`src/source/soc_bus_pkg.sv`:
```
`default_nettype none

package soc_bus_pkg;

    // bus widths, word addressed
    localparam int WB_ADDR_W = 30;
    localparam int WB_DATA_W = 32;

    // master to slave
    typedef struct packed {
        logic                 cyc;
        logic                 stb;
        logic                 we;
        logic [WB_ADDR_W-1:0] addr;
        logic [WB_DATA_W-1:0] data;
        logic [3:0]           sel;
    } wb_req_t;

    // slave to master
    typedef struct packed {
        logic                 ack;
        logic                 stall;
        logic                 err;
        logic [WB_DATA_W-1:0] data;
    } wb_rsp_t;

    // 8 MB regions picked by the top word-address bits
    localparam int REGION_MSB = 29;
    localparam int REGION_LSB = 21;
    localparam logic [REGION_MSB-REGION_LSB:0] REGION_RAM  = 9'd0;
    localparam logic [REGION_MSB-REGION_LSB:0] REGION_INFO = 9'd1;

    // single word, byte address 0x0100_0004
    localparam logic [WB_ADDR_W-1:0] SWLED_WORD = 30'h400001;

    localparam logic [WB_DATA_W-1:0] INFO_ID_VALUE = 32'h20191028;

    // word offsets in the info block, from addr[3:0]
    localparam logic [3:0] INFO_OFS_ID      = 4'h0;
    localparam logic [3:0] INFO_OFS_SCRATCH = 4'h1;
    localparam logic [3:0] INFO_OFS_ERRADDR = 4'h2;
    localparam logic [3:0] INFO_OFS_POWER   = 4'h3;
    localparam logic [3:0] INFO_OFS_IRQ     = 4'h4;

endpackage

`default_nettype wire

```
`src/source/switch_led_port.sv`:
```
`timescale 1ns/10ps
`default_nettype none

module switch_led_port (
    input  logic                 i_clk,
    input  logic                 reset,
    input  soc_bus_pkg::wb_req_t i_req,
    output soc_bus_pkg::wb_rsp_t o_rsp,
    input  logic [15:0]          i_switches,
    output logic [15:0]          o_leds
);

    logic [15:0] leds_q;
    logic [31:0] rd_data_q;
    logic        ack_q;

    always_ff @(posedge i_clk) begin
        if (reset) begin
            leds_q <= '0;
            ack_q  <= 1'b0;
        end else begin
            ack_q <= i_req.stb;
            if (i_req.stb && i_req.we) begin
                leds_q <= i_req.data[15:0];
            end
        end
    end

    // leds in the upper half, live switches in the lower
    always_ff @(posedge i_clk) begin
        rd_data_q <= {leds_q, i_switches};
    end

    assign o_rsp.ack   = ack_q;
    assign o_rsp.stall = 1'b0;
    assign o_rsp.err   = 1'b0;
    assign o_rsp.data  = rd_data_q;
    assign o_leds      = leds_q;

endmodule

`default_nettype wire

```
`config.mk`:
```
export PLATFORM = sky130hd
export DESIGN_NAME = switch_led_port
export DESIGN_NICKNAME = d
export VERILOG_FILES = /design/src/source/soc_bus_pkg.sv /design/src/source/switch_led_port.sv
export SDC_FILE = /design/constraint.sdc
export NUM_CORES = 1
export LEC_CHECK = 0
export BUFFER_PORTS_ARGS = -buffer_cell sky130_fd_sc_hd__buf_2
export CORE_MARGIN = 2
export CORE_UTILIZATION = 32
export CTS_CLUSTER_DIAMETER = 100
export DETAILED_ROUTE_END_ITERATION = 10
export PLACE_DENSITY = 0.75
export SYNTH_ARGS = -nofsm -noshare
export SYNTH_HDL_FRONTEND = slang
export SYNTH_SLANG_ARGS = --single-unit
export TNS_END_PERCENT = 5
```
`constraint.sdc`:
```
create_clock -name i_clk -period 0.8 [get_ports i_clk]
set_clock_uncertainty 0.1 [all_clocks]
set_input_delay 0.08 -clock i_clk [delete_from_list [all_inputs] [get_ports i_clk]]
set_output_delay 0.08 -clock i_clk [all_outputs]
set_load 0.05 [all_outputs]
```
Yosys cells after proc, flatten, opt, wreduce, memory -nomap -nowiden

Index checks and enable logic that the tools add are counted.

Flip-flop bits (word level): 49
Bits in latches: 0
Memory bits (writable): 0
ROM bits: 0
Input bits: 87
Output and inout port bits: 51
Word-level logic and storage cells: 4
Memories kept: 0

$add $sub $neg: 0
$mul: 0
Div/mod/pow operators: 0
$lt $le $gt $ge: 0
Equality and inequality tests: 0
Shift operators: 0
Muxes and demuxes: 0
Bitwise operators: 0
Reduce and logical (&&, ||, !) cells: 1

Operators with widths:

| operator          | count |
|---|---|
| 1-bit logical AND | 1 |

Logic depth before layout (Yosys ltp)

Depth after elaboration: 1
Gate-level depth with buffers: 4
Gate-level depth less buffers: 2

Worst setup path after synthesis

Ideal clock, no wire load.

Kind: reg-to-reg
Start point: reg, netlist name o_leds[0]
End point: reg leds_q[0] (netlist: o_leds[0])
Setup time: 0.070 ns
Arrival time: 0.996 ns
Required time: 0.630 ns
Path slack: -0.366 ns
Stages on the path, launching flop included: 3
Buffers on the path: 0
Clock period less this slack: 1.166 ns
Path through: dfxtp_1 > a21bo_2 > a21oi_1

RTL lines:

| what                 | line                  | RTL |
|---|---|---|
| to (signal assigned) | switch_led_port.sv:24 | `leds_q <= i_req.data[15:0];` |
| to (decl)            | switch_led_port.sv:13 | `logic [15:0] leds_q;` |

Final worst setup path

Start point: reg leds_q[2] (netlist: o_leds[2])
End point: out o_leds[2]

RTL lines:

| what      | line                  | RTL |
|---|---|---|
| to (decl) | switch_led_port.sv:10 | `output logic [15:0] o_leds` |

No word-level cell between the ends.

==> results_dict.tcl <==
set metrics [dict create \
    dp_cells 241 \
    synth_xor_area_share_pct 0 \
    clk_pin_slew_ns 0.09 \
    leakage_nw 1.27 \
    violations "setup timing" \
    drv_cap 0 \
    ff2ff_setup_slack_ns -0.16 \
    syn2layout_area_growth_pct 105 \
    synthTopCellsByCount "49 x dfxtp_1, 16 x nand3_1, 13 x a21bo_1, 13 x a21oi_2, 5 x buf_2" \
    overflow 0 \
    worstHoldStart "reset" \
    clkSinkCount 49 \
    placed_area_mm2 0.00201 \
    power_density_mw_per_mm2 1850 \
    synth_enable_flop_cells 0 \
    worst-r2r-cell-count 3 \
    antenna_found_initial 0 \
    period_share_pct 124 \
    fp.dieW_um 71.2 \
    num_vias 1277 \
    root_buffer "clkbuf_8" \
    drc 0 \
    synth_top_area_share_pct 67.8 \
    synth_cell_type_count 12 \
    slowest_stage "dfxtp_4" \
    drtAntennaViolNets 0 \
    synth_top_family_by_area "compound AO/OA/AOI/OAI gates" \
    layout_min_cycle_time_ns 0.988 \
    routed_wl_um 4390 \
    yosys-top-cells-area "dfxtp_1 68%, a21bo_1 9.0%, a21oi_2 7.9%, nand3_1 5.5%, buf_6 2.3%" \
    synth_ff_type "dfxtp_1" \
    post_drt_wl_per_cell_um 15.4 \
    grt_setup_unrepaired "yes" \
    max_stage_delay_ns 0.37 \
    cp_num_cells 1 \
    place_congestion 0.621 \
    worstSetupPathType "reg -> out" \
    n_antenna_cell 0 \
    yosysMostFrequentCell "dfxtp_1" \
    avgSynthCellArea_um2 13.0 \
    netlist_area_mm2 0.00145 \
    insertion_delay_ns 0.30 \
    drt-initial-drc-count 73 \
    max_freq_ghz 1.01 \
    path_delay_family "flip-flops" \
    timing.rr.end "o_leds[9]$_SDFFE_PP0P_" \
    drive_gt1_share_pct 72.5 \
    initial_core_util_pct 33.2 \
    setup_viol 65 \
    netlist_instances 111 \
    synthAdderAreaFrac_pct 0 \
    synthMuxAreaShare_pct 0 \
    grt_pass1_wl_um 6640 \
    ys_seq_elements 49 \
    row_count 24 \
    status "finished with violations" \
    yosysSeqAreaShare_pct 67.8 \
    core_mm2 0.00435 \
    path_max_fanout 3 \
    cts_inserted_buffers 5 \
    dieArea_mm2 0.00507 \
    max-vdd-ir-drop_mv 0.790 \
    viasPerCell 4.48 \
    fin_ws_ns -0.188 \
    dpl.hpwl_um 2170 \
    grt_max_degree 22 \
    first_global_vias 1294 \
    critPathBufInv 1 \
    yosysTopAreaCell "dfxtp_1" \
    clockBufferDepth 2 \
    hold_viol 0 \
    grt_usage_pct 17.0 \
    drv_slew 0 \
    final_cells 285 \
    worstSetupEndpointType "primary output" \
    tritoncts "done" \
    die_h_um 71.2 \
    hp-class "in -> reg" \
    final_area_mm2 0.00296 \
    rr_startpoint "o_leds[9]$_SDFFE_PP0P_" \
    hold_path_end "o_leds[0]$_SDFFE_PP0P_" \
    drt_pre_antenna_iters 4 \
    path_cells "buf_8" \
    io_pins 138 \
    synth_warnings 0 \
    crit_required_ns 0.62 \
    synth_compound_area_share_pct 20.0 \
    synthArstFlopShare_pct 0 \
    p_total_mw 5.48 \
    worstSetupStartpointType "flop" \
    worstHoldPathCells 3 \
    finish.net_count 319 \
    port_buffers 84 \
    htree_levels 2 \
    critical_path_arrival_ns 0.81 \
    yosys.area_share.simple_pct 5.97 \
]
## flip-flops by register name, indices dropped and copies added, names as in the netlist
register / flops
rd_data_q: 32
o_leds: 16
ack_q: 1
## cell type report
class / instances / area [um^2]
Fill cell: 293 / 1390
Timing Repair Buffer: 125 / 1310
Tap cell: 52 / 65.1
Clock buffer: 6 / 93.8
Multi-Input combinational cell: 51 / 400
Clock inverter: 2 / 15.0
Sequential cell: 49 / 1080
## cell usage in the layout (no fill, tap or decap)
| cell | netlist | final |
|---|---|---|
| nor2b_1 | 1 | 1 |
| buf_6 | 3 | 17 |
| buf_12 | 0 | 5 |
| dfxtp_2 | 0 | 33 |
| buf_4 | 3 | 3 |
| clkbuf_8 | 0 | 5 |
| nand3_1 | 16 | 16 |
| a21bo_1 | 13 | 13 |
| a21bo_4 | 0 | 1 |
| inv_4 | 0 | 1 |
| conb_1 | 1 | 2 |
| dfxtp_4 | 0 | 16 |
| clkinv_4 | 0 | 1 |
| a21bo_2 | 3 | 2 |
| clkbuf_16 | 0 | 1 |
| a21oi_2 | 13 | 16 |
| buf_2 | 5 | 35 |
| dlygate4sd3_1 | 0 | 32 |
| buf_8 | 0 | 33 |
## cells by family after synthesis
logic type	after synthesis
buffers and inverters	12
other	1
and+or+nand+nor	17
DFF	49
AOI/OAI and AO/OA	32
## layer usage
layer  GRT usage (%)  up-vias  routed length [um]  part of all wire (%)
li1                -      612                   -                     -
met1            20.4      589                1800                    41
met2            30.0       71                2220                    50
met3            4.50        5                 345                   7.9
met4            4.40        0                  29                  0.66
met5               0        -                   0                     0
## timing repair
| item | in CTS | in global routing |
|---|---|---|
| gates resized for setup | 154 | 15 |
| hold buffers | 32 | 0 |
| setup buffers | 4 | 0 |
| gates cloned | 0 | 0 |
| hold endpoints to repair | 32 | 0 |
| endpoints found under the setup margin | 65 | 65 |
## power by group
part | internal (mW) | switching (mW) | leakage (nW)
Clock | 0.813 | 0.803 | 0.0569
Combinational | 0.564 | 0.660 | 0.790
Sequential | 2.55 | 0.0907 | 0.424
Total | 3.92 | 1.55 | 1.27
## stage by stage
| step | setup TNS (ns) | utilization, % | hold slack [ns] | worst slack [ns] |
|---|---|---|---|---|
| after floorplan | -1.76 | - | 0.00772 | -0.120 |
| after global placement | -0.495 | 46.1 | 0.0824 | -0.0387 |
| after detailed placement | -0.735 | 46.1 | 0.0846 | -0.0649 |
| after CTS | -9.68 | 66.7 | 0.0130 | -0.200 |
| after global routing | -11.12 | 68.0 | 0.0148 | -0.219 |
| final | -9.28 | 68.0 | 0.0177 | -0.188 |
## worst max path at each step
stage,to,start
3_5_place_dp,o_leds[9]$_SDFFE_PP0P_,i_req[67]
4_1_cts,o_leds[9],o_leds[9]$_SDFFE_PP0P_
2_1_floorplan,o_leds[0]$_SDFFE_PP0P_,o_leds[0]$_SDFFE_PP0P_
5_1_grt,o_rsp[14],rd_data_q[14]$_DFF_P_
3_3_place_gp,o_leds[0]$_SDFFE_PP0P_,i_req[67]
6_report,o_leds[2],o_leds[2]$_SDFFE_PP0P_
Power figures use the tool's default switching activity.
