File: config.mk
export PLATFORM = sky130hd
export DESIGN_NAME = bus_decoder
export DESIGN_NICKNAME = d
export VERILOG_FILES = /design/src/source/soc_bus_pkg.sv /design/src/source/bus_decoder.sv
export SDC_FILE = /design/constraint.sdc
export NUM_CORES = 1
export LEC_CHECK = 0
export BUFFER_PORTS_ARGS = -buffer_cell sky130_fd_sc_hd__buf_2
export CAP_MARGIN = 20
export CORE_AREA = 4 4 175 177
export DETAILED_ROUTE_END_ITERATION = 12
export DIE_AREA = 0 0 179 181
export GPL_TIMING_DRIVEN = 0
export PLACE_DENSITY = 0.38
export SLEW_MARGIN = 20
export SYNTH_ARGS = -nofsm -noshare
export SYNTH_HDL_FRONTEND = slang
export SYNTH_SLANG_ARGS = --single-unit
export TNS_END_PERCENT = 20
File: constraint.sdc
create_clock -name i_clk -period 4.95 [get_ports i_clk]
set_clock_uncertainty 0.1 [all_clocks]
set_input_delay 0.99 -clock i_clk [delete_from_list [all_inputs] [get_ports i_clk]]
set_output_delay 0.99 -clock i_clk [all_outputs]
set_load 0.02 [all_outputs]
File: src/source/soc_bus_pkg.sv
`default_nettype none

package soc_bus_pkg;

    // bus widths, word addressed
    localparam int WB_ADDR_W = 30;
    localparam int WB_DATA_W = 32;

    // master to slave
    typedef struct packed {
        logic                 cyc;
        logic                 stb;
        logic                 we;
        logic [WB_ADDR_W-1:0] addr;
        logic [WB_DATA_W-1:0] data;
        logic [3:0]           sel;
    } wb_req_t;

    // slave to master
    typedef struct packed {
        logic                 ack;
        logic                 stall;
        logic                 err;
        logic [WB_DATA_W-1:0] data;
    } wb_rsp_t;

    // 8 MB regions picked by the top word-address bits
    localparam int REGION_MSB = 29;
    localparam int REGION_LSB = 21;
    localparam logic [REGION_MSB-REGION_LSB:0] REGION_RAM  = 9'd0;
    localparam logic [REGION_MSB-REGION_LSB:0] REGION_INFO = 9'd1;

    // single word, byte address 0x0100_0004
    localparam logic [WB_ADDR_W-1:0] SWLED_WORD = 30'h400001;

    localparam logic [WB_DATA_W-1:0] INFO_ID_VALUE = 32'h20191028;

    // word offsets in the info block, from addr[3:0]
    localparam logic [3:0] INFO_OFS_ID      = 4'h0;
    localparam logic [3:0] INFO_OFS_SCRATCH = 4'h1;
    localparam logic [3:0] INFO_OFS_ERRADDR = 4'h2;
    localparam logic [3:0] INFO_OFS_POWER   = 4'h3;
    localparam logic [3:0] INFO_OFS_IRQ     = 4'h4;

endpackage

`default_nettype wire

File: src/source/bus_decoder.sv
`timescale 1ns/10ps
`default_nettype none

module bus_decoder (
    input  logic                                i_clk,
    input  logic                                reset,
    input  soc_bus_pkg::wb_req_t                i_req,
    output soc_bus_pkg::wb_rsp_t                o_rsp,
    output soc_bus_pkg::wb_req_t                o_ram_req,
    output soc_bus_pkg::wb_req_t                o_info_req,
    output soc_bus_pkg::wb_req_t                o_swled_req,
    input  soc_bus_pkg::wb_rsp_t                i_ram_rsp,
    input  soc_bus_pkg::wb_rsp_t                i_info_rsp,
    input  soc_bus_pkg::wb_rsp_t                i_swled_rsp,
    output logic                                o_err_pulse,
    output logic [soc_bus_pkg::WB_ADDR_W-1:0]   o_err_addr
);

    import soc_bus_pkg::*;

    logic ram_sel;
    logic info_sel;
    logic swled_sel;
    logic none_sel;

    logic                 ack_q;
    logic                 err_q;
    logic [WB_DATA_W-1:0] data_q;
    logic [WB_ADDR_W-1:0] err_addr_q;

    assign ram_sel   = (i_req.addr[REGION_MSB:REGION_LSB] == REGION_RAM);
    assign info_sel  = (i_req.addr[REGION_MSB:REGION_LSB] == REGION_INFO);
    assign swled_sel = (i_req.addr == SWLED_WORD);
    assign none_sel  = !ram_sel && !info_sel && !swled_sel;

    // strobe only reaches the selected slave
    always_comb begin
        o_ram_req       = i_req;
        o_ram_req.stb   = i_req.stb && ram_sel;
        o_info_req      = i_req;
        o_info_req.stb  = i_req.stb && info_sel;
        o_swled_req     = i_req;
        o_swled_req.stb = i_req.stb && swled_sel;
    end

    always_ff @(posedge i_clk) begin
        if (reset) begin
            ack_q <= 1'b0;
            err_q <= 1'b0;
        end else begin
            ack_q <= i_ram_rsp.ack || i_info_rsp.ack || i_swled_rsp.ack;
            err_q <= i_req.stb && none_sel;
        end
    end

    // read data from whichever slave acked
    always_ff @(posedge i_clk) begin
        if (i_ram_rsp.ack) begin
            data_q <= i_ram_rsp.data;
        end else if (i_info_rsp.ack) begin
            data_q <= i_info_rsp.data;
        end else if (i_swled_rsp.ack) begin
            data_q <= i_swled_rsp.data;
        end else begin
            data_q <= '0;
        end
    end

    // address of the unmapped strobe, valid with the err pulse
    always_ff @(posedge i_clk) begin
        if (i_req.stb && none_sel) begin
            err_addr_q <= i_req.addr;
        end
    end

    assign o_rsp.ack   = ack_q;
    assign o_rsp.err   = err_q;
    assign o_rsp.data  = data_q;
    assign o_rsp.stall = (ram_sel && i_ram_rsp.stall)
                      || (info_sel && i_info_rsp.stall)
                      || (swled_sel && i_swled_rsp.stall);

    assign o_err_pulse = err_q;
    assign o_err_addr  = err_addr_q;

endmodule

`default_nettype wire

### Word-level counts from Yosys, hierarchy flattened

Index checks and enable logic that the tools add are counted.

| storage, ports and cells | value |
|---|---|
| register bits after elaboration | 64 |
| logic and storage cells | 26 |
| output and inout bits | 273 |
| bits of input ports | 176 |

| cells by class | value |
|---|---|
| multiplexer cells | 3 |
| reductions and logical operators | 17 |
| eq/ne operators | 2 |

Operators with widths:

| cell | count |
|---|---|
| two-way mux 32 bit | 3 |
| == test 30 x 23 -> 1 bit, second input constant | 1 |
| == test 9 x 1 -> 1 bit, second input constant | 1 |
| logical AND 1 bit | 9 |
| logical NOT 9 bit | 1 |
| logical OR 1 bit | 4 |
| logical NOT 1 bit | 3 |

### Logic depth before layout (Yosys ltp)

| logic depth | value |
|---|---|
| depth after elaboration | 5 |
| mapped depth | 5 |
| depth with buffers taken out | 3 |

### Worst setup path after synthesis

No wires, ideal clock.

| timing | value |
|---|---|
| kind | input-to-reg |
| from | input port i_req[36] (netlist bit) |
| to | register err_addr_q[0] (netlist: o_err_addr[0]), enable pin |
| data arrival time | 2.830 ns |
| data required time | 4.423 ns |
| cell stages on the path | 3 |
| path buffers | 0 |
| setup slack | 1.593 ns |
| setup time | 0.427 ns |
| path through | nor4b_1 > and4_1 > a21oi_1 |

| between the ends | value |
|---|---|
| cells in the longest elaborated chain, start to end | 4 |

Ends and longest elaborated chain:

| element | line | source |
|---|---|---|
| from (decl) | bus_decoder.sv:7 | `input soc_bus_pkg::wb_req_t i_req,` |
| == test 30 x 23 -> 1 bit | bus_decoder.sv:33 | `assign swled_sel = (i_req.addr == SWLED_WORD);` |
| logical NOT 1 bit | bus_decoder.sv:34 | `assign none_sel = !ram_sel && !info_sel && !swled_sel;` |
| logical AND 1 bit | bus_decoder.sv:34 |  |
| logical AND 1 bit | bus_decoder.sv:71 | `if (i_req.stb && none_sel) begin` |
| to (signal assigned) | bus_decoder.sv:72 | `err_addr_q <= i_req.addr;` |
| to (decl) | bus_decoder.sv:29 | `logic [WB_ADDR_W-1:0] err_addr_q;` |

Every way passes these cells.
A chain may end at the register's enable or synchronous reset.

==> out/metrics.cfg <==
[status]
status = finished clean

[setup_path]
crit_path_end_kind = output port
cp_data_arrival_time_ns = 2.56
crit_start = i_req[62]
crit_path_max_fanout = 5
critical_path_class = in2out
worst_setup_path_start_kind = input pin
required_ns = 3.86

[grt]
use_met2_pct = 20.2
grt_use_total_pct = 11.0
grt_pass1_vias = 3969
grt-ovfl-total = 0
antenna_found_initial = 2
grt_busiest_layer = met2
use_met1_pct = 11.9
grt_max_degree = 23
grt_pass1_wl_microns = 25700
met3_usage_pct = 3.62

[floorplan]
die_w_microns = 179
core-area_sq_mm = 0.0292
start_util_pct = 13.3
rows = 63
die_y_microns = 181
die_area_sq_mm = 0.0324
io_pins = 449

[final_layout]
area_growth_pct = 73.5
fin_cells = 1215
nNetsFinal = 996
antenna-diode-count = 0
n_fill_cell = 3241
drive_above_1_share_pct = 76.6

[hold_path]
holdPathStages = 2
worstHoldPathType = in2reg
hold_start = reset
min_delay_worst_endpoint = ack_q

[clock_tree]
htree_levels = 3
path_clk_slew_ns = 0.06
cts_resized = 0
ctsRootBufferMaster = clkbuf_16
cts_tree = built
post_cts.repair.setup_buffers = 0
hold_buffers = 0
clk_path_buf_depth = 2
clkSinkCount = 64
numCtsBuffers = 9

[power_and_ir_drop]
swShare_pct = 32.3
peakVddDrop_mv = 0.133
p_int_mw = 1.24
p_sw_mw = 0.591
pwr-share-comb_pct = 31.3
pwr-share-clk_pct = 35.4
seq_power_share_pct = 33.3
power_leakage_nw = 3.60
p_per_area_mw_per_mm2 = 271

[place]
hpwl_microns = 16000
finalWeightedCongestion = 0.721
dp_cells = 1199
io_buffers = 405

[sta]
finalSetupTns_ns = 0
slew_headroom_pct = 47.2
worst_slew_pin_slew_ns = 0.792
slew_violations = 0
fmax_ghz = 0.274
setup_viol = 0
period_share_pct = 73.7
finalHoldViolCount = 0
fin_crit_ns = 3.65
rsz0062_at_grt = false

[routing]
firstDrtPassIters = 6
drcViolationCount = 0
drtIter0Drc = 78
num_vias = 4049
ant_nets = 0
routed_via_density = 3.33
wl_per_cell_microns = 15.7
wl_microns = 19100

[yosys]
netlist_instances = 403
synth_area_leaders = buf_4 40%, edfxtp_1 23%, dfxtp_1 18%
synth.distinct_cells = 24
synth_top_area_share_pct = 39.8
synth_warnings = 0
ys_ff_latch = 64
synth_area_sq_mm = 0.00388
synth_largest_area_cell = buf_4
syn_area_per_cell_sq_um = 9.63
yosysSeqAreaShare_pct = 40.7
synth_nets = 579

[run]
drv_cap = 0

[per-layer routing]
metal	vias up	wire [microns]
met5	-	26
met4	4	177
met3	10	2060
met2	275	9740
met1	1768	7120
li1	1992	-
[logic make-up after synthesis]
group,share of synthesized area (%)
compound gates,11.1
simple gates,6.74
mux,0.290
buf+inv,41.2
flops,40.7
[stage by stage]
| stage | cell area (sq um) | utilization [%] | setup slack (ns) | hold slack, ns | power [mW] |
|---|---|---|---|---|---|
| 3_5_place_dp | 6440 | 22.0 | 1.30 | 1.09 | 1.21 |
| 4_1_cts | 6740 | 23.0 | 1.29 | 0.719 | 1.88 |
| 5_1_grt | 6740 | 23.0 | 1.25 | 0.719 | 1.93 |
| 2_1_floorplan | 3880 | - | 1.59 | 0.962 | 0.967 |
| 6_report | 6740 | 23.0 | 1.30 | 0.736 | 1.83 |
| 3_3_place_gp | 6400 | 21.9 | 0.427 | 1.09 | 1.20 |
[worst max-delay path, cell delays in order]
cell	delay (ns)
buf_2	0.15
or4_4	0.58
nor4_4	0.44
a32o_2	0.23
buf_2	0.17
[worst max path at each step]
| stage | end | slack, ns | cells after the start |
|---|---|---|---|
| 2_1_floorplan | o_err_addr[0] | 1.59 | 3 |
| 3_3_place_gp | o_err_addr[10] | 0.43 | 4 |
| 3_5_place_dp | o_rsp[33] | 1.30 | 5 |
| 4_1_cts | o_rsp[33] | 1.29 | 5 |
| 5_1_grt | o_swled_req[67] | 1.25 | 5 |
| 6_report | o_rsp[33] | 1.30 | 5 |
[state kept, by name (all words and copies together) (netlist names)]
name and count:
o_err_pulse 1, data_q 32, ack_q 1, o_err_addr 30
[cells in the mapped netlist, drive strengths merged]
library cell / number
o21ai: 32
mux2: 1
a22oi: 31
and3: 2
a32o: 1
dfxtp: 34
nor3: 3
nor2: 1
edfxtp: 30
and4: 1
nor4b: 2
buf: 206
and3b: 2
nor2b: 1
o31ai: 1
nand2: 32
a211oi: 1
or4: 3
a21oi: 2
or3: 1
clkbuf: 14
nor4: 2
[layout by cell type (no fill, tap or decap), types with 2 or more instances in the layout]
master	n
clkinvlp_4	3
clkbuf_16	9
edfxtp_1	30
buf_4	206
or4_1	2
clkinv_4	2
buf_2	405
nor4b_1	2
nor3_1	3
dfxtp_1	34
and3b_1	2
and3_1	2
o21ai_0	32
clkbuf_1	15
a22oi_1	31
nand2_1	32
[area by class of cell]
cell class	count	area (sq um)	share of cell area, %
Buffer	220	1600	23.7
Clock buffer	10	229	3.40
Clock inverter	6	70.1	1.04
Multi-Input combinational cell	119	713	10.6
Sequential cell	64	1580	23.5
Tap cell	390	488	7.25
Timing Repair Buffer	406	2050	30.5
[power groups by stage]
| stage | Clock, mW | Sequential (mW) | Combinational, mW |
|---|---|---|---|
| 4_1_cts | 0.686 | 0.609 | 0.586 |
| 3_5_place_dp | 0 | 0.620 | 0.585 |
| 3_3_place_gp | 0 | 0.620 | 0.583 |
| 6_report | 0.647 | 0.608 | 0.573 |
| 5_1_grt | 0.702 | 0.613 | 0.615 |
| 2_1_floorplan | 0 | 0.679 | 0.288 |
No activity file was read; power rests on OpenSTA's default activity.
