**src/source/soc_bus_pkg.sv**
```systemverilog
`default_nettype none

package soc_bus_pkg;

    // bus widths, word addressed
    localparam int WB_ADDR_W = 30;
    localparam int WB_DATA_W = 32;

    // master to slave
    typedef struct packed {
        logic                 cyc;
        logic                 stb;
        logic                 we;
        logic [WB_ADDR_W-1:0] addr;
        logic [WB_DATA_W-1:0] data;
        logic [3:0]           sel;
    } wb_req_t;

    // slave to master
    typedef struct packed {
        logic                 ack;
        logic                 stall;
        logic                 err;
        logic [WB_DATA_W-1:0] data;
    } wb_rsp_t;

    // 8 MB regions picked by the top word-address bits
    localparam int REGION_MSB = 29;
    localparam int REGION_LSB = 21;
    localparam logic [REGION_MSB-REGION_LSB:0] REGION_RAM  = 9'd0;
    localparam logic [REGION_MSB-REGION_LSB:0] REGION_INFO = 9'd1;

    // single word, byte address 0x0100_0004
    localparam logic [WB_ADDR_W-1:0] SWLED_WORD = 30'h400001;

    localparam logic [WB_DATA_W-1:0] INFO_ID_VALUE = 32'h20191028;

    // word offsets in the info block, from addr[3:0]
    localparam logic [3:0] INFO_OFS_ID      = 4'h0;
    localparam logic [3:0] INFO_OFS_SCRATCH = 4'h1;
    localparam logic [3:0] INFO_OFS_ERRADDR = 4'h2;
    localparam logic [3:0] INFO_OFS_POWER   = 4'h3;
    localparam logic [3:0] INFO_OFS_IRQ     = 4'h4;

endpackage

`default_nettype wire

```
**src/source/wb_pri_arbiter.sv**
```systemverilog
`timescale 1ns/10ps
`default_nettype none

module wb_pri_arbiter (
    input  logic                 i_clk,
    input  logic                 reset,
    input  soc_bus_pkg::wb_req_t i_a_req,
    output soc_bus_pkg::wb_rsp_t o_a_rsp,
    input  soc_bus_pkg::wb_req_t i_b_req,
    output soc_bus_pkg::wb_rsp_t o_b_rsp,
    output soc_bus_pkg::wb_req_t o_req,
    input  soc_bus_pkg::wb_rsp_t i_rsp
);

    // 0: A owns the bus, 1: B owns it
    logic b_owner;
    logic owner_cyc;

    assign owner_cyc = b_owner ? i_b_req.cyc : i_a_req.cyc;

    // ownership only changes between cycles
    // an idle bus falls back to A, so A wins a simultaneous start
    always_ff @(posedge i_clk) begin
        if (reset) begin
            b_owner <= 1'b0;
        end else if (!owner_cyc) begin
            b_owner <= i_b_req.cyc && !i_a_req.cyc;
        end
    end

    always_comb begin
        o_req = b_owner ? i_b_req : i_a_req;
        // merged cyc stays up across a handover between A and B,
        // so an upstream arbiter does not see a gap and switch away
        o_req.cyc = i_a_req.cyc || i_b_req.cyc;
    end

    // owner gets the response, the other one just sees stall
    always_comb begin
        o_a_rsp.ack   = i_rsp.ack && !b_owner;
        o_a_rsp.err   = i_rsp.err && !b_owner;
        o_a_rsp.stall = i_rsp.stall || b_owner;
        o_a_rsp.data  = i_rsp.data;

        o_b_rsp.ack   = i_rsp.ack && b_owner;
        o_b_rsp.err   = i_rsp.err && b_owner;
        o_b_rsp.stall = i_rsp.stall || !b_owner;
        o_b_rsp.data  = i_rsp.data;
    end

endmodule

`default_nettype wire
```
**config.mk**
```make
export PLATFORM = sky130hd
export DESIGN_NAME = wb_pri_arbiter
export DESIGN_NICKNAME = d
export VERILOG_FILES = /design/src/source/soc_bus_pkg.sv /design/src/source/wb_pri_arbiter.sv
export SDC_FILE = /design/constraint.sdc
export NUM_CORES = 1
export LEC_CHECK = 0
export BUFFER_PORTS_ARGS = -buffer_cell sky130_fd_sc_hd__buf_2
export CELL_PAD_IN_SITES_DETAIL_PLACEMENT = 0
export CELL_PAD_IN_SITES_GLOBAL_PLACEMENT = 1
export CORE_AREA = 2 2 121 123
export DETAILED_ROUTE_END_ITERATION = 8
export DIE_AREA = 0 0 123 125
export GPL_ROUTABILITY_DRIVEN = 0
export GPL_TIMING_DRIVEN = 0
export PLACE_DENSITY_LB_ADDON = 0.15
export SLEW_MARGIN = 20
export SYNTH_ARGS = -nofsm -noshare
export SYNTH_HDL_FRONTEND = slang
export SYNTH_SLANG_ARGS = --single-unit
```
**constraint.sdc**
```tcl
create_clock -name i_clk -period 2.4 [get_ports i_clk]
set_input_delay 0.12 -clock i_clk [delete_from_list [all_inputs] [get_ports i_clk]]
set_output_delay 0.12 -clock i_clk [all_outputs]
set_load 0.05 [all_outputs]
```
* After elaboration in Yosys (flattened, before gate mapping)
Index checks and enable logic that the tools add are counted.
Operators by class: muxes and demuxes 2, reduce and logical (&&, ||, !) cells 10
Operators by type and width (count):
- $mux W68 | 1
- $logic_and A1 B1 Y1 | 5
- $logic_or A1 B1 Y1 | 3
- $logic_not A1 Y1 | 2
- $mux W1 | 1
Storage, ports and cells: flip-flop bits (word level) 1, output and inout port bits 139, word-level logic and storage cells 13

* Logic depth before layout (Yosys ltp)
Gate-level depths: netlist of run 1.
depth after elaboration 2, gate-level depth with buffers 3, mapped depth without buffers 2

* Least setup slack after synthesis of run 1
Ideal clock, no wire load.
path kind register -> output, start reg b_owner, end out o_a_rsp[32] (netlist bit), data arrival time 1.269 ns, required time 2.280 ns, slack 1.011 ns, cell stages (with the launch flop) 4, path buffers 2, cell sequence dfxtp_1 > buf_6 > buf_6 > nor2b_1
RTL lines:
- from (decl) | RTL line wb_pri_arbiter.sv:16 | logic b_owner;
- from (signal assigned) | RTL line wb_pri_arbiter.sv:27 | b_owner <= i_b_req.cyc && !i_a_req.cyc;
- to (decl) | RTL line wb_pri_arbiter.sv:8 | output soc_bus_pkg::wb_rsp_t o_a_rsp,

==> results of run 1 <==
[worst reg2reg max path, delay by kind of cell, from the launching register on]
kind,cells,cell delay [ps]
DFF,1,340
and+or+nand+nor,2,250
buffers and inverters,1,190
[worst max-delay path by stage]
| stage | slack [ps] | depth (start not counted) | startpoint | endpoint |
|---|---|---|---|---|
| after floorplan | 1010 | 3 | b_owner$_SDFFE_PP0N_ | o_a_rsp[32] |
| after global placement | 1000 | 4 | b_owner$_SDFFE_PP0N_ | o_req[36] |
| after detailed placement | 960 | 4 | b_owner$_SDFFE_PP0N_ | o_req[36] |
| after CTS | 960 | 4 | b_owner$_SDFFE_PP0N_ | o_req[36] |
| after global routing | 920 | 4 | b_owner$_SDFFE_PP0N_ | o_req[36] |
| final | 1010 | 4 | b_owner$_SDFFE_PP0N_ | o_req[53] |
[stage by stage]
stage          hold WS, ps  instance area (sq um)  setup WS, ps
2_1_floorplan          196                   1550          1010
3_3_place_gp           285                   3190          1000
3_5_place_dp           293                   3190           960
4_1_cts                294                   3190           961
5_1_grt                302                   3190           925
6_report               291                   3190          1010
[cell families (layout without fill, tap and decap cells)]
group	Yosys count	in the layout	synth area share (%)
buffers and inverters	72	353	36.0
muxes	68	68	59.0
and+or+nand+nor	9	9	3.71
DFF	1	1	1.29
[final cells by class]
cell class	count	area, sq um
timing repair buffer	281	1410
multi-input combinational	77	973
fill	1613	11000
tap	184	230
buffer	72	558
sequential	1	20.0
[synth_stat cells]
cell      count
nor2b_1       3
buf_2         2
mux2_1        4
buf_6         6
or2_2         2
mux2_2       24
dfxtp_1       1
nand2b_1      1
and2_1        2
buf_4        64
nor3b_1       1
mux2_4       40
[layer usage]
| layer | GRT usage [%] | part of all wire, % | up-vias |
|---|---|---|---|
| li1 | - | - | 1010 |
| met1 | 5.95 | 29 | 888 |
| met2 | 15.1 | 56 | 176 |
| met3 | 1.05 | 15 | 2 |
| met4 | 0.201 | 0.32 | 0 |
| met5 | 0 | 0 | - |
[where the power goes]
| part | total [mW] | switching (mW) | internal (mW) |
|---|---|---|---|
| clock | 0 | 0 | 0 |
| combinational | 1.03 | 0.672 | 0.361 |
| sequential | 0.0185 | 0.000723 | 0.0178 |
| total | 1.05 | 0.673 | 0.378 |
==> results, run 1 <==
- Data on the critical path is required at its endpoint by between 2000 and 2500 ps.
- Summing over every cut layer, the via total after detailed routing is 2076.
- At the pin with the least slew margin, the transition time is 269 ps.
- The number of buffers added for setup after CTS is 0.
- The worst-case hold path end point is b_owner$_SDFFE_PP0N_.
- For the worst setup path, the data arrival time is ~1300 ps.
- In the post-synthesis netlist, the biggest area contributors are mux2_4 (39%), buf_4 (31%), mux2_2 (17%).
- In this run, placement finished with an instance count of between 600 and 700.
- The initial antenna violation count is 0.
- The total power is roughly 1.1 mW.
- The cell leakage power is between 1.5 and 2 nW.
- Counting cells, the worst reg-to-reg path comes to 3.
- The critical path contains buffers and inverters numbering 3 combined.
- The largest register by flop count is b_owner.
- The worst min-delay path startpoint is reset.
- The final clock period utilization by the worst path is ~58%.
- STA classifies the critical path endpoint as an output pin.
- The global-route usage over all layers is ~6.6%.
- The antenna cell count is 0.
- The total setup violations reported at the end of the flow is 0.
- The initial utilization of the core area, before any placement, comes to 10.9%.
- The cell type with the highest aggregate area in the netlist is mux2_4.
- The max-slew violation total from the final report was 0.
- The endpoint of the worst-slack reg-to-reg timing path is b_owner$_SDFFE_PP0N_.
- The core area is 0.0142 sq mm.
- The fraction of final layout cells sized beyond drive strength 1 is a little over nine tenths.
- The number of warnings reported in the yosys synthesis log is 0.
- The critical path in this run is classified as reg2out.
- The average instance in the mapped netlist occupies around 10 sq um.
- The first global-routing pass estimated roughly 8.5 mm of wire.
- The family of cells with the greatest summed delay on the critical path is buffers and inverters.
- The wire length reported by the detailed router is a little over 6 mm.
- The relative max-transition margin is about 82%.
- The number of hold violations in the final report is 0.
- The min-delay analysis places its worst path in the category in2reg.
- The number of buffers inserted for hold repair after clock tree synthesis is 0.
- The number of vias per cell is around 3.4.
- The slowest stage of the critical path belongs to the cell dfxtp_1.
- In this run the register-to-register setup slack is 1530 ps.
- The power per cell area is approximately 330 mW/mm^2.
- The largest registers in the layout are b_owner (1).
- The library cell used most frequently in the layout, excluding fill and tap cells, is buf_2.
- The die covers ~0.015 sq mm.
- After global routing the overflow that remains totals 0.
- Across the VDD grid, the largest voltage drop is between 100 and 150 uV.
- The number of library cell types mapped by synthesis is 12.
- The floorplan step set the die height to 125 microns.
- The number of flip-flops in the largest register is 1.
- The worst stage delay on the critical path is about 340 ps.
- The post-cts gate resize count is 0.
- Entering global routing, the biggest net connects 11 pins.
- Setup repair after global routing left no endpoint under its margin.
- The clock period minus worst slack is between 1000 and 1500 ps.
- The largest clock skew in the final design is 0 ps.
- The via count of the first global-routing pass is 1965.
- The most numerous cell type found on the critical path is buf_6.
- The count of mapped cells out of synthesis is 150.
- The post-route non-filler standard cell count is a little over 600.
- The iteration count of the initial detailed-routing pass is 3.
- The clock latency on the worst-skew pair is 0 ps.
- After routing, the total negative slack on setup checks comes to 0 ps.
- The library cells used most frequently in the layout, excluding fill and tap cells, are buf_2 (283), buf_4 (64), mux2_4 (40).
- The area share of the largest cell type after synthesis is approximately two fifths.
- The layout-stage area growth over the synthesis result is 105%.
- The number of synthesized register bits is 1.
- The number of nets produced by synthesis is 325.
- The highest attainable clock frequency is around 720 MHz.
- The share of the core filled with cells is around 22%.
- The number of standard-cell rows in the floorplan is between 40 and 50.
- After the first detailed-routing iteration, the DRC count stood at 8.
- The die is around 120 microns wide.
- The number of buffers added on ports is ~280.
- Detailed placement finished with a half-perimeter wire length of 5.82 mm.
- For this run, the register share of the synthesized area comes to about 1.3%.
- The flow ran to the end, and the final reports show no timing, DRC or antenna violations.
- At the end of the flow, the number of nets in the layout was ~610.
- The post-detailed-route count of antenna-violating nets is 0.
- After detailed routing, the number of remaining DRC violations is 0.
- Summing every instance area after synthesis gives between 0.0015 and 0.002 sq mm.
- The startpoint of the worst-slack reg-to-reg timing path is b_owner$_SDFFE_PP0N_.
- The clock transition at the registers of the reported paths is 0 ps.
- Along the worst hold path, the cell count comes to 2.
- The highest net fanout along the worst path is 10.
- approximately 310 I/O pins were placed.
- The final routed wire length divided by cell count is between 10 and 15 microns.
- Traced cell by cell, the critical path runs through buf_6 -> buf_6 -> mux2_4 -> buf_2.
- STA classifies the critical path startpoint as a flop.
- The tool flagged a number of max-cap violations equal to 0.
Power figures use the tool's default switching activity.
==> run 2, diff against run 1 <==
ABC_AREA = 1   (was not set)
clock period = 1.4 ns   (was 2.4 ns; I/O delays follow)
==> run 2 against run 1 <==
Against the previous run:
- critical endpoint is now o_req[25]
- final area decreased by 3.6%
- highest routed layer is now met3
- synthesized cell count is 100% higher
- global-route usage is 1.6 points higher
- hold slack improved by 47 ps
==> results, run 2 <==
- The total congestion overflow is 0 (unchanged).
- The final routed wire length divided by cell count came to 9.82 microns (was 10.0 microns).
- The post-detailed-route count of antenna-violating nets is 0 (unchanged).
- The global-route usage over all layers is 8.24% (was 6.61%).
- The cell leakage power is 2.15 nW (was 1.88 nW).
- The power per cell area is 587 mW/mm^2 (was 330 mW/mm^2).
- The number of fillers in the final layout came to 1732 (was 1613).
- The clock latency on the worst-skew pair is 0 ps (about the same).
- The number of warnings reported in the yosys synthesis log is 0 (unchanged).
- The final routed DRC violation total is 0 (unchanged).
- Status: complete, no violations (unchanged).
- The slack of the worst reg-to-reg path is 570 ps (was 1530 ps).
- Leading cell types in the layout, fill and taps excluded: buf_2 (284), nand2_1 (209), buf_4 (69) (was buf_2 (283), buf_4 (64), mux2_4 (40)).
- The number of synthesized register bits came to 1 (unchanged).
- The number of vias per cell was 3.40 (was 3.38).
- The dominant register cell in the synthesized netlist is dfxtp_1 (unchanged).
- The layout-stage area growth over the synthesis result is 116% (was 105%).
- The die boundary height is 125 microns (unchanged).
- The proportion of synthesized chip area in sequential cells is 1.40% (was 1.29%).
- The kind of launch point of the worst setup path is a flop (unchanged).
- The total setup violations reported at the end of the flow is 0 (unchanged).
- The area share of the largest cell type after synthesis came to 55.0% (was 38.7%).
- The launching instance or port of the critical path is b_owner$_SDFFE_PP0N_ (unchanged).
- The clock period minus worst slack is 1280 ps.
- The die outline width is 123 microns (unchanged).
- The fraction of final layout cells sized beyond drive strength 1 was 62.1% (was 97.2%).
- The critical path required time came to 1330 ps (was 2280 ps).
- The via count of the first global-routing pass is 2279 (was 1965).
- Unrepaired setup endpoints after global routing: no (unchanged).
- The number of enable flip-flop cells after synthesis is 0 (unchanged).
- The endpoint of the worst-slack reg-to-reg timing path is b_owner$_SDFFE_PP0N_ (unchanged).
- Cell types with the highest counts after synthesis: nand2_1 (209), buf_4 (69), inv_1 (7), buf_2 (5) (was buf_4 (64), mux2_4 (40), mux2_2 (24), buf_6 (6), mux2_1 (4)).
- The number of nets produced by synthesis was 477 (was 325).
- The arrival time of the worst setup path is 1210 ps (was 1270 ps).
- The relative max-transition margin is 82.1% (was 82.2%).
- The minimum hold slack was 338 ps (was 291 ps).
- The worst setup timing slack at the placement stage came to -1.77 ps (was 960 ps).
- The number of hold violations in the final report came to 0 (unchanged).
- The classification of the worst-slack hold path is in2reg (unchanged).
- Dividing the final minimum period by the clock period gives between 90% and 100%.
- The largest clock skew in the final design is 0 ps (unchanged).
- The clock transition at the registers of the reported paths is 0 ps (about the same).
- The most common cell in the netlist is nand2_1 (was buf_4).
- The total number of vias is 2606 (was 2076).
- The count of cells along the worst register-to-register path is 3 (unchanged).
- The number of top-level pins is 314 (unchanged).
- The initial antenna violation count is 0 (unchanged).
- The pin count of the biggest net entering global routing came to 11 (unchanged).
- The antenna cell count was 0 (unchanged).
- The async set-or-reset flop fraction in the synthesized netlist is 0% (unchanged).
- Crit path cell chain: buf_4 -> buf_2 -> nand2_1 -> nand2_1 -> buf_2 (was buf_6 -> buf_6 -> mux2_4 -> buf_2).
- The core area is 0.0142 sq mm (unchanged).
- The minimum setup slack in the final design came to 116 ps (was 1010 ps).
- Registers with the most flip-flops: b_owner (1) (unchanged).
- The count of mapped cells out of synthesis is 302 (was 150).
- The largest register by flop count is b_owner (unchanged).
- The max-slew violation total from the final report is 0 (unchanged).
- The highest net fanout along the worst path is 10 (unchanged).
- Timing would allow up to approximately 780 MHz.
- The worst hold path depth is 4 (was 2).
- The per-instance average area after synthesis is 4.72 sq um (was 10.3 sq um).
- The worst supply voltage drop on vdd was 190 uV (was 131 uV).
- The worst-case hold path end point is b_owner$_SDFFE_PP0N_ (unchanged).
- The startpoint of the worst-slack reg-to-reg timing path is b_owner$_SDFFE_PP0N_ (unchanged).
- The worst stage delay on the critical path came to 330 ps (was 340 ps).
- The number of flip-flops in the largest register is 1 (unchanged).
- The wire length reported by the detailed router is 7.53 mm (was 6.18 mm).
- The iteration count of the initial detailed-routing pass is 4 (was 3).
- The initial core utilization came to 10.0% (was 10.9%).
- The number of nets in the final layout is 760 (was 608).
- The worst min-delay path startpoint was reset (unchanged).
- The number of standard-cell rows in the floorplan is 44 (unchanged).
- The number of DRC markers in iteration 0 is 34 (was 8).
- The number of library cell types mapped by synthesis is 10 (was 12).
- The cell at the slowest stage of the critical path is dfxtp_1 (unchanged).
- The actual slew at the worst max-slew pin is 270 ps (was 269 ps).
- Most area-consuming cells after synthesis: nand2_1 (55%), buf_4 (36%), inv_1 (1.8%) (was mux2_4 (39%), buf_4 (31%), mux2_2 (17%)).
- The startpoint-to-endpoint class of the critical path is reg2out (unchanged).
- The number of buffers added on ports is 281 (unchanged).
- The max-capacitance violation count is 0 (unchanged).
- The half-perimeter wire length after placement is 6.75 mm (was 5.82 mm).
- The endpoint class of the critical path is an output pin (unchanged).
- The most common cell after layout, fill and taps aside is buf_2 (unchanged).
- The post-synthesis instance area is 0.00143 sq mm (was 0.00155 sq mm).
- The number of buffers inserted for hold repair after clock tree synthesis is 0 (unchanged).
- The area enclosed by the die boundary is 0.0154 sq mm (unchanged).
- The cell type with the highest aggregate area in the netlist is nand2_1 (was mux2_4).
- The global-route wire length before repair was 10.5 mm (was 8.51 mm).
-- run 2: cell count changes in the layout (fill, tap and decap cells not counted), moves of 5 or more --
cell	before	now
inv_1	0	7
mux2_4	40	0
mux2_2	24	0
buf_6	6	1
nand2_1	0	209
buf_4	64	69
-- run 2: worst max-delay path by stage --
stage                              to  slack, ps  depth (start not counted)
after global routing        o_req[21]          9                          5
after CTS                   o_req[11]         20                          5
final                       o_req[25]        120                          5
after detailed placement    o_req[44]         -2                          5
after global placement      o_req[42]        -10                          5
after floorplan           o_a_rsp[32]        190                          2
-- run 2: metrics by stage --
step           total power, mW  std cells  utilization [%]  setup TNS, ps  cell area (sq um)
6_report                  1.80        767             21.6              0               3070
5_1_grt                   1.91        767             21.6              0               3070
4_1_cts                   1.82        767             21.6              0               3060
3_5_place_dp              1.81        767             21.6          -1.77               3060
3_3_place_gp              1.82        767             21.6          -11.9               3060
2_1_floorplan             1.33        302                -              0               1430
-- run 2: routing by layer --
| layer | track usage, % | wire (microns) | up-vias | part of all wire (%) |
|---|---|---|---|---|
| met4 | 0 | 0 | 0 | 0 |
| met1 | 8.04 | 2540 | 1070 | 34 |
| met3 | 0.867 | 806 | 0 | 11 |
| met5 | 0 | 0 | - | 0 |
| li1 | - | - | 1381 | - |
| met2 | 18.6 | 4190 | 155 | 56 |
-- run 2: layout make-up --
class	count	area (sq um)	share of cell area [%]
Buffer	79	577	18.8
Inverter	8	30.0	0.978
Multi-Input combinational cell	214	806	26.2
Sequential cell	1	20.0	0.652
Tap cell	184	230	7.49
Timing Repair Buffer	281	1410	45.9
-- run 2: timing repair --
action | 4_1_cts | 5_1_grt
buffers inserted | 0 | 0
resized for setup | 1 | 8
pin swaps | 0 | 0
endpoints found under the setup margin | 2 | 24
-- run 2: cell families (layout without fill, tap and decap cells) --
group                  count (synthesis)  in the layout  share of synthesized area (%)
buffers and inverters                 87            368                           42.1
flip-flops                             1              1                           1.40
AND/OR/NAND/NOR                      214            214                           56.5
-- run 2: worst max-delay path: cells and delay by family (launching register included) --
kind                   cells  cell delay (ps)
buffers and inverters      3              690
flip-flops                 1              330
AND/OR/NAND/NOR            2              170
-- run 2: power by group --
| group | leakage (nW) | internal (mW) | switching, mW |
|---|---|---|---|
| Clock | 0 | 0 | 0 |
| Sequential | 0.00823 | 0.0305 | 0.00106 |
| Combinational | 2.14 | 0.512 | 1.26 |
| Total | 2.15 | 0.542 | 1.26 |
==> run 3, diff against run 2 <==
MAX_ROUTING_LAYER = met4   (was not set)
==> run 3 against run 2 <==
Against the previous run:
- global-route usage grew 0.24 points
- combinational power is essentially flat
- via count is the same
- routed wire length is the same
- total power is essentially flat
- critical path depth is the same
- die area is the same
- final area is the same
- highest routed layer unchanged
- clock skew is the same
- register-to-register slack is essentially flat
- sequential power is essentially flat
- critical path type unchanged
- hold slack is the same
==> results, run 3 (synthesized netlist as in run 2, its figures left out) <==
- Status: complete, no violations (unchanged).
- The largest clock skew in the final design is 0 ps (unchanged).
- The relative max-transition margin is 82.1% (unchanged).
- The arrival time of the worst setup path is 1210 ps (about the same).
- The total setup violations reported at the end of the flow is 0 (unchanged).
- The number of hold violations in the final report is 0 (unchanged).
- The total congestion overflow is 0 (unchanged).
- The startpoint-to-endpoint class of the critical path is reg2out (unchanged).
- The combined area of the multi-input logic cells is 806 sq um (unchanged).
- The die outline width is 123 microns (unchanged).
- The kind of launch point of the worst setup path is a flop (unchanged).
- The number of buffers added on ports is 281 (unchanged).
- The via count of the first global-routing pass was 2280 (was 2279).
- The classification of the worst-slack hold path is in2reg (unchanged).
- The minimum setup slack in the final design is 116 ps (about the same).
- The wire length reported by the detailed router came to 7.53 mm (unchanged).
- The design area is 0.00307 sq mm (unchanged).
- The number of fillers in the final layout is 1732 (unchanged).
- The half-perimeter wire length after placement came to 6.75 mm (unchanged).
- The worst path buffer plus inverter count is 3 (unchanged).
- The number of DRC markers in iteration 0 is 34 (unchanged).
- The total power is 1.80 mW (about the same).
- The total number of vias was 2606 (unchanged).
- The number of top-level pins came to 314 (unchanged).
- The number of standard-cell rows in the floorplan came to 44 (unchanged).
- The number of flip-flops in the largest register is 1 (unchanged).
- The antenna cell count is 0 (unchanged).
- The layout-stage area growth over the synthesis result is 116% (unchanged).
- The worst min-delay path startpoint is reset (unchanged).
- The endpoint class of the critical path was an output pin (unchanged).
- Registers with the most flip-flops: b_owner (1) (unchanged).
- The clock period minus worst slack was 1280 ps (about the same).
- The number of vias per cell was 3.40 (unchanged).
- The highest attainable clock frequency was 779 MHz (about the same).
- The critical path required time is 1330 ps (about the same).
- The global-route wire length before repair is 10.4 mm (was 10.5 mm).
- The initial antenna violation count is 0 (unchanged).
- The iteration count of the initial detailed-routing pass is 4 (unchanged).
- The pin count of the biggest net entering global routing is 11 (unchanged).
- The worst stage delay on the critical path was 330 ps (about the same).
- The max-slew violation total from the final report is 0 (unchanged).
- The fraction of final layout cells sized beyond drive strength 1 is 62.1% (unchanged).
- Crit path cell chain: buf_4 -> buf_2 -> nand2_1 -> nand2_1 -> buf_2 (unchanged).
- The area enclosed by the die boundary is 0.0154 sq mm (unchanged).
- The sequential cell area in the final layout was 20.0 sq um (unchanged).
- The worst supply voltage drop on vdd is 190 uV (about the same).
- Unrepaired setup endpoints after global routing: no (unchanged).
- The global-route usage over all layers is 8.48% (was 8.24%).
- The slack of the worst reg-to-reg path was 570 ps (about the same).
- The final routed wire length divided by cell count is 9.82 microns (unchanged).
- The actual slew at the worst max-slew pin is 270 ps (unchanged).
- The cell at the slowest stage of the critical path was dfxtp_1 (unchanged).
- The die boundary height is 125 microns (unchanged).
- The final routed DRC violation total is 0 (unchanged).
- The worst setup timing slack at the placement stage is -1.77 ps (unchanged).
- The final clock period utilization by the worst path came to 91.7% (about the same).
- The initial core utilization is 10.0% (unchanged).
- The family of cells with the greatest summed delay on the critical path is buffers and inverters (unchanged).
- The most common cell after layout, fill and taps aside is buf_2 (unchanged).
- The launching instance or port of the critical path is b_owner$_SDFFE_PP0N_ (unchanged).
- The core area is 0.0142 sq mm (unchanged).
- The startpoint of the worst-slack reg-to-reg timing path is b_owner$_SDFFE_PP0N_ (unchanged).
- The total cell area at the placement stage came to 0.00306 sq mm (unchanged).
- The number of nets in the final layout came to 760 (unchanged).
- The largest register by flop count was b_owner (unchanged).
- The cell leakage power is 2.15 nW (unchanged).
- The highest net fanout along the worst path is 10 (unchanged).
- Leading cell types in the layout, fill and taps excluded: buf_2 (284), nand2_1 (209), buf_4 (69) (unchanged).
- The clock latency on the worst-skew pair is 0 ps (about the same).
- The post-detailed-route count of antenna-violating nets is 0 (unchanged).
- The power per cell area is 587 mW/mm^2 (about the same).
- The clock transition at the registers of the reported paths was 0 ps (about the same).
- The max-capacitance violation count is 0 (unchanged).
[run 3: tightest hold or removal path: cells and delay by family]
family / cells / cell delay [ps]
buf+inv: 2 / 110
simple gates: 2 / 90
[run 3: cell type report]
cell class                 instances  area share, %
tap                              184           7.49
timing repair buffer             281           45.9
inverter                           8          0.978
buffer                            79           18.8
sequential                         1          0.652
multi-input combinational        214           26.2
[run 3: layer usage]
metal	vias up	track usage, %	part of all wire [%]
li1	1381	-	-
met1	1070	8.04	34
met2	155	18.6	56
met3	0	0.867	11
met4	0	0	0
met5	-	-	0
[run 3: final timing paths]
| path | cells after the start | end |
|---|---|---|
| min | 4 | b_owner$_SDFFE_PP0N_ |
| max reg2reg | 3 | b_owner$_SDFFE_PP0N_ |
| min reg2reg | 3 | b_owner$_SDFFE_PP0N_ |
| max | 5 | o_req[25] |
[run 3: timing repair]
item / CTS / global route
setup endpoints to repair: 2 / 24
buffers inserted: 0 / 0
hold buffers: 0 / 0
gates resized for setup: 1 / 8
[run 3: per-stage QoR]
step	hold WS (ps)	cells	utilization [%]	TNS [ps]
global route	373	767	21.6	0
global placement	338	767	21.6	-11.9
finish	338	767	21.6	0
detailed placement	347	767	21.6	-1.77
CTS	348	767	21.6	0
floorplan	196	302	-	0
[run 3: where the power goes]
part           switching [mW]  total (mW)  internal, mW
clock network               0           0             0
registers             0.00106      0.0316        0.0305
logic                    1.26        1.77         0.512
total                    1.26        1.80         0.542
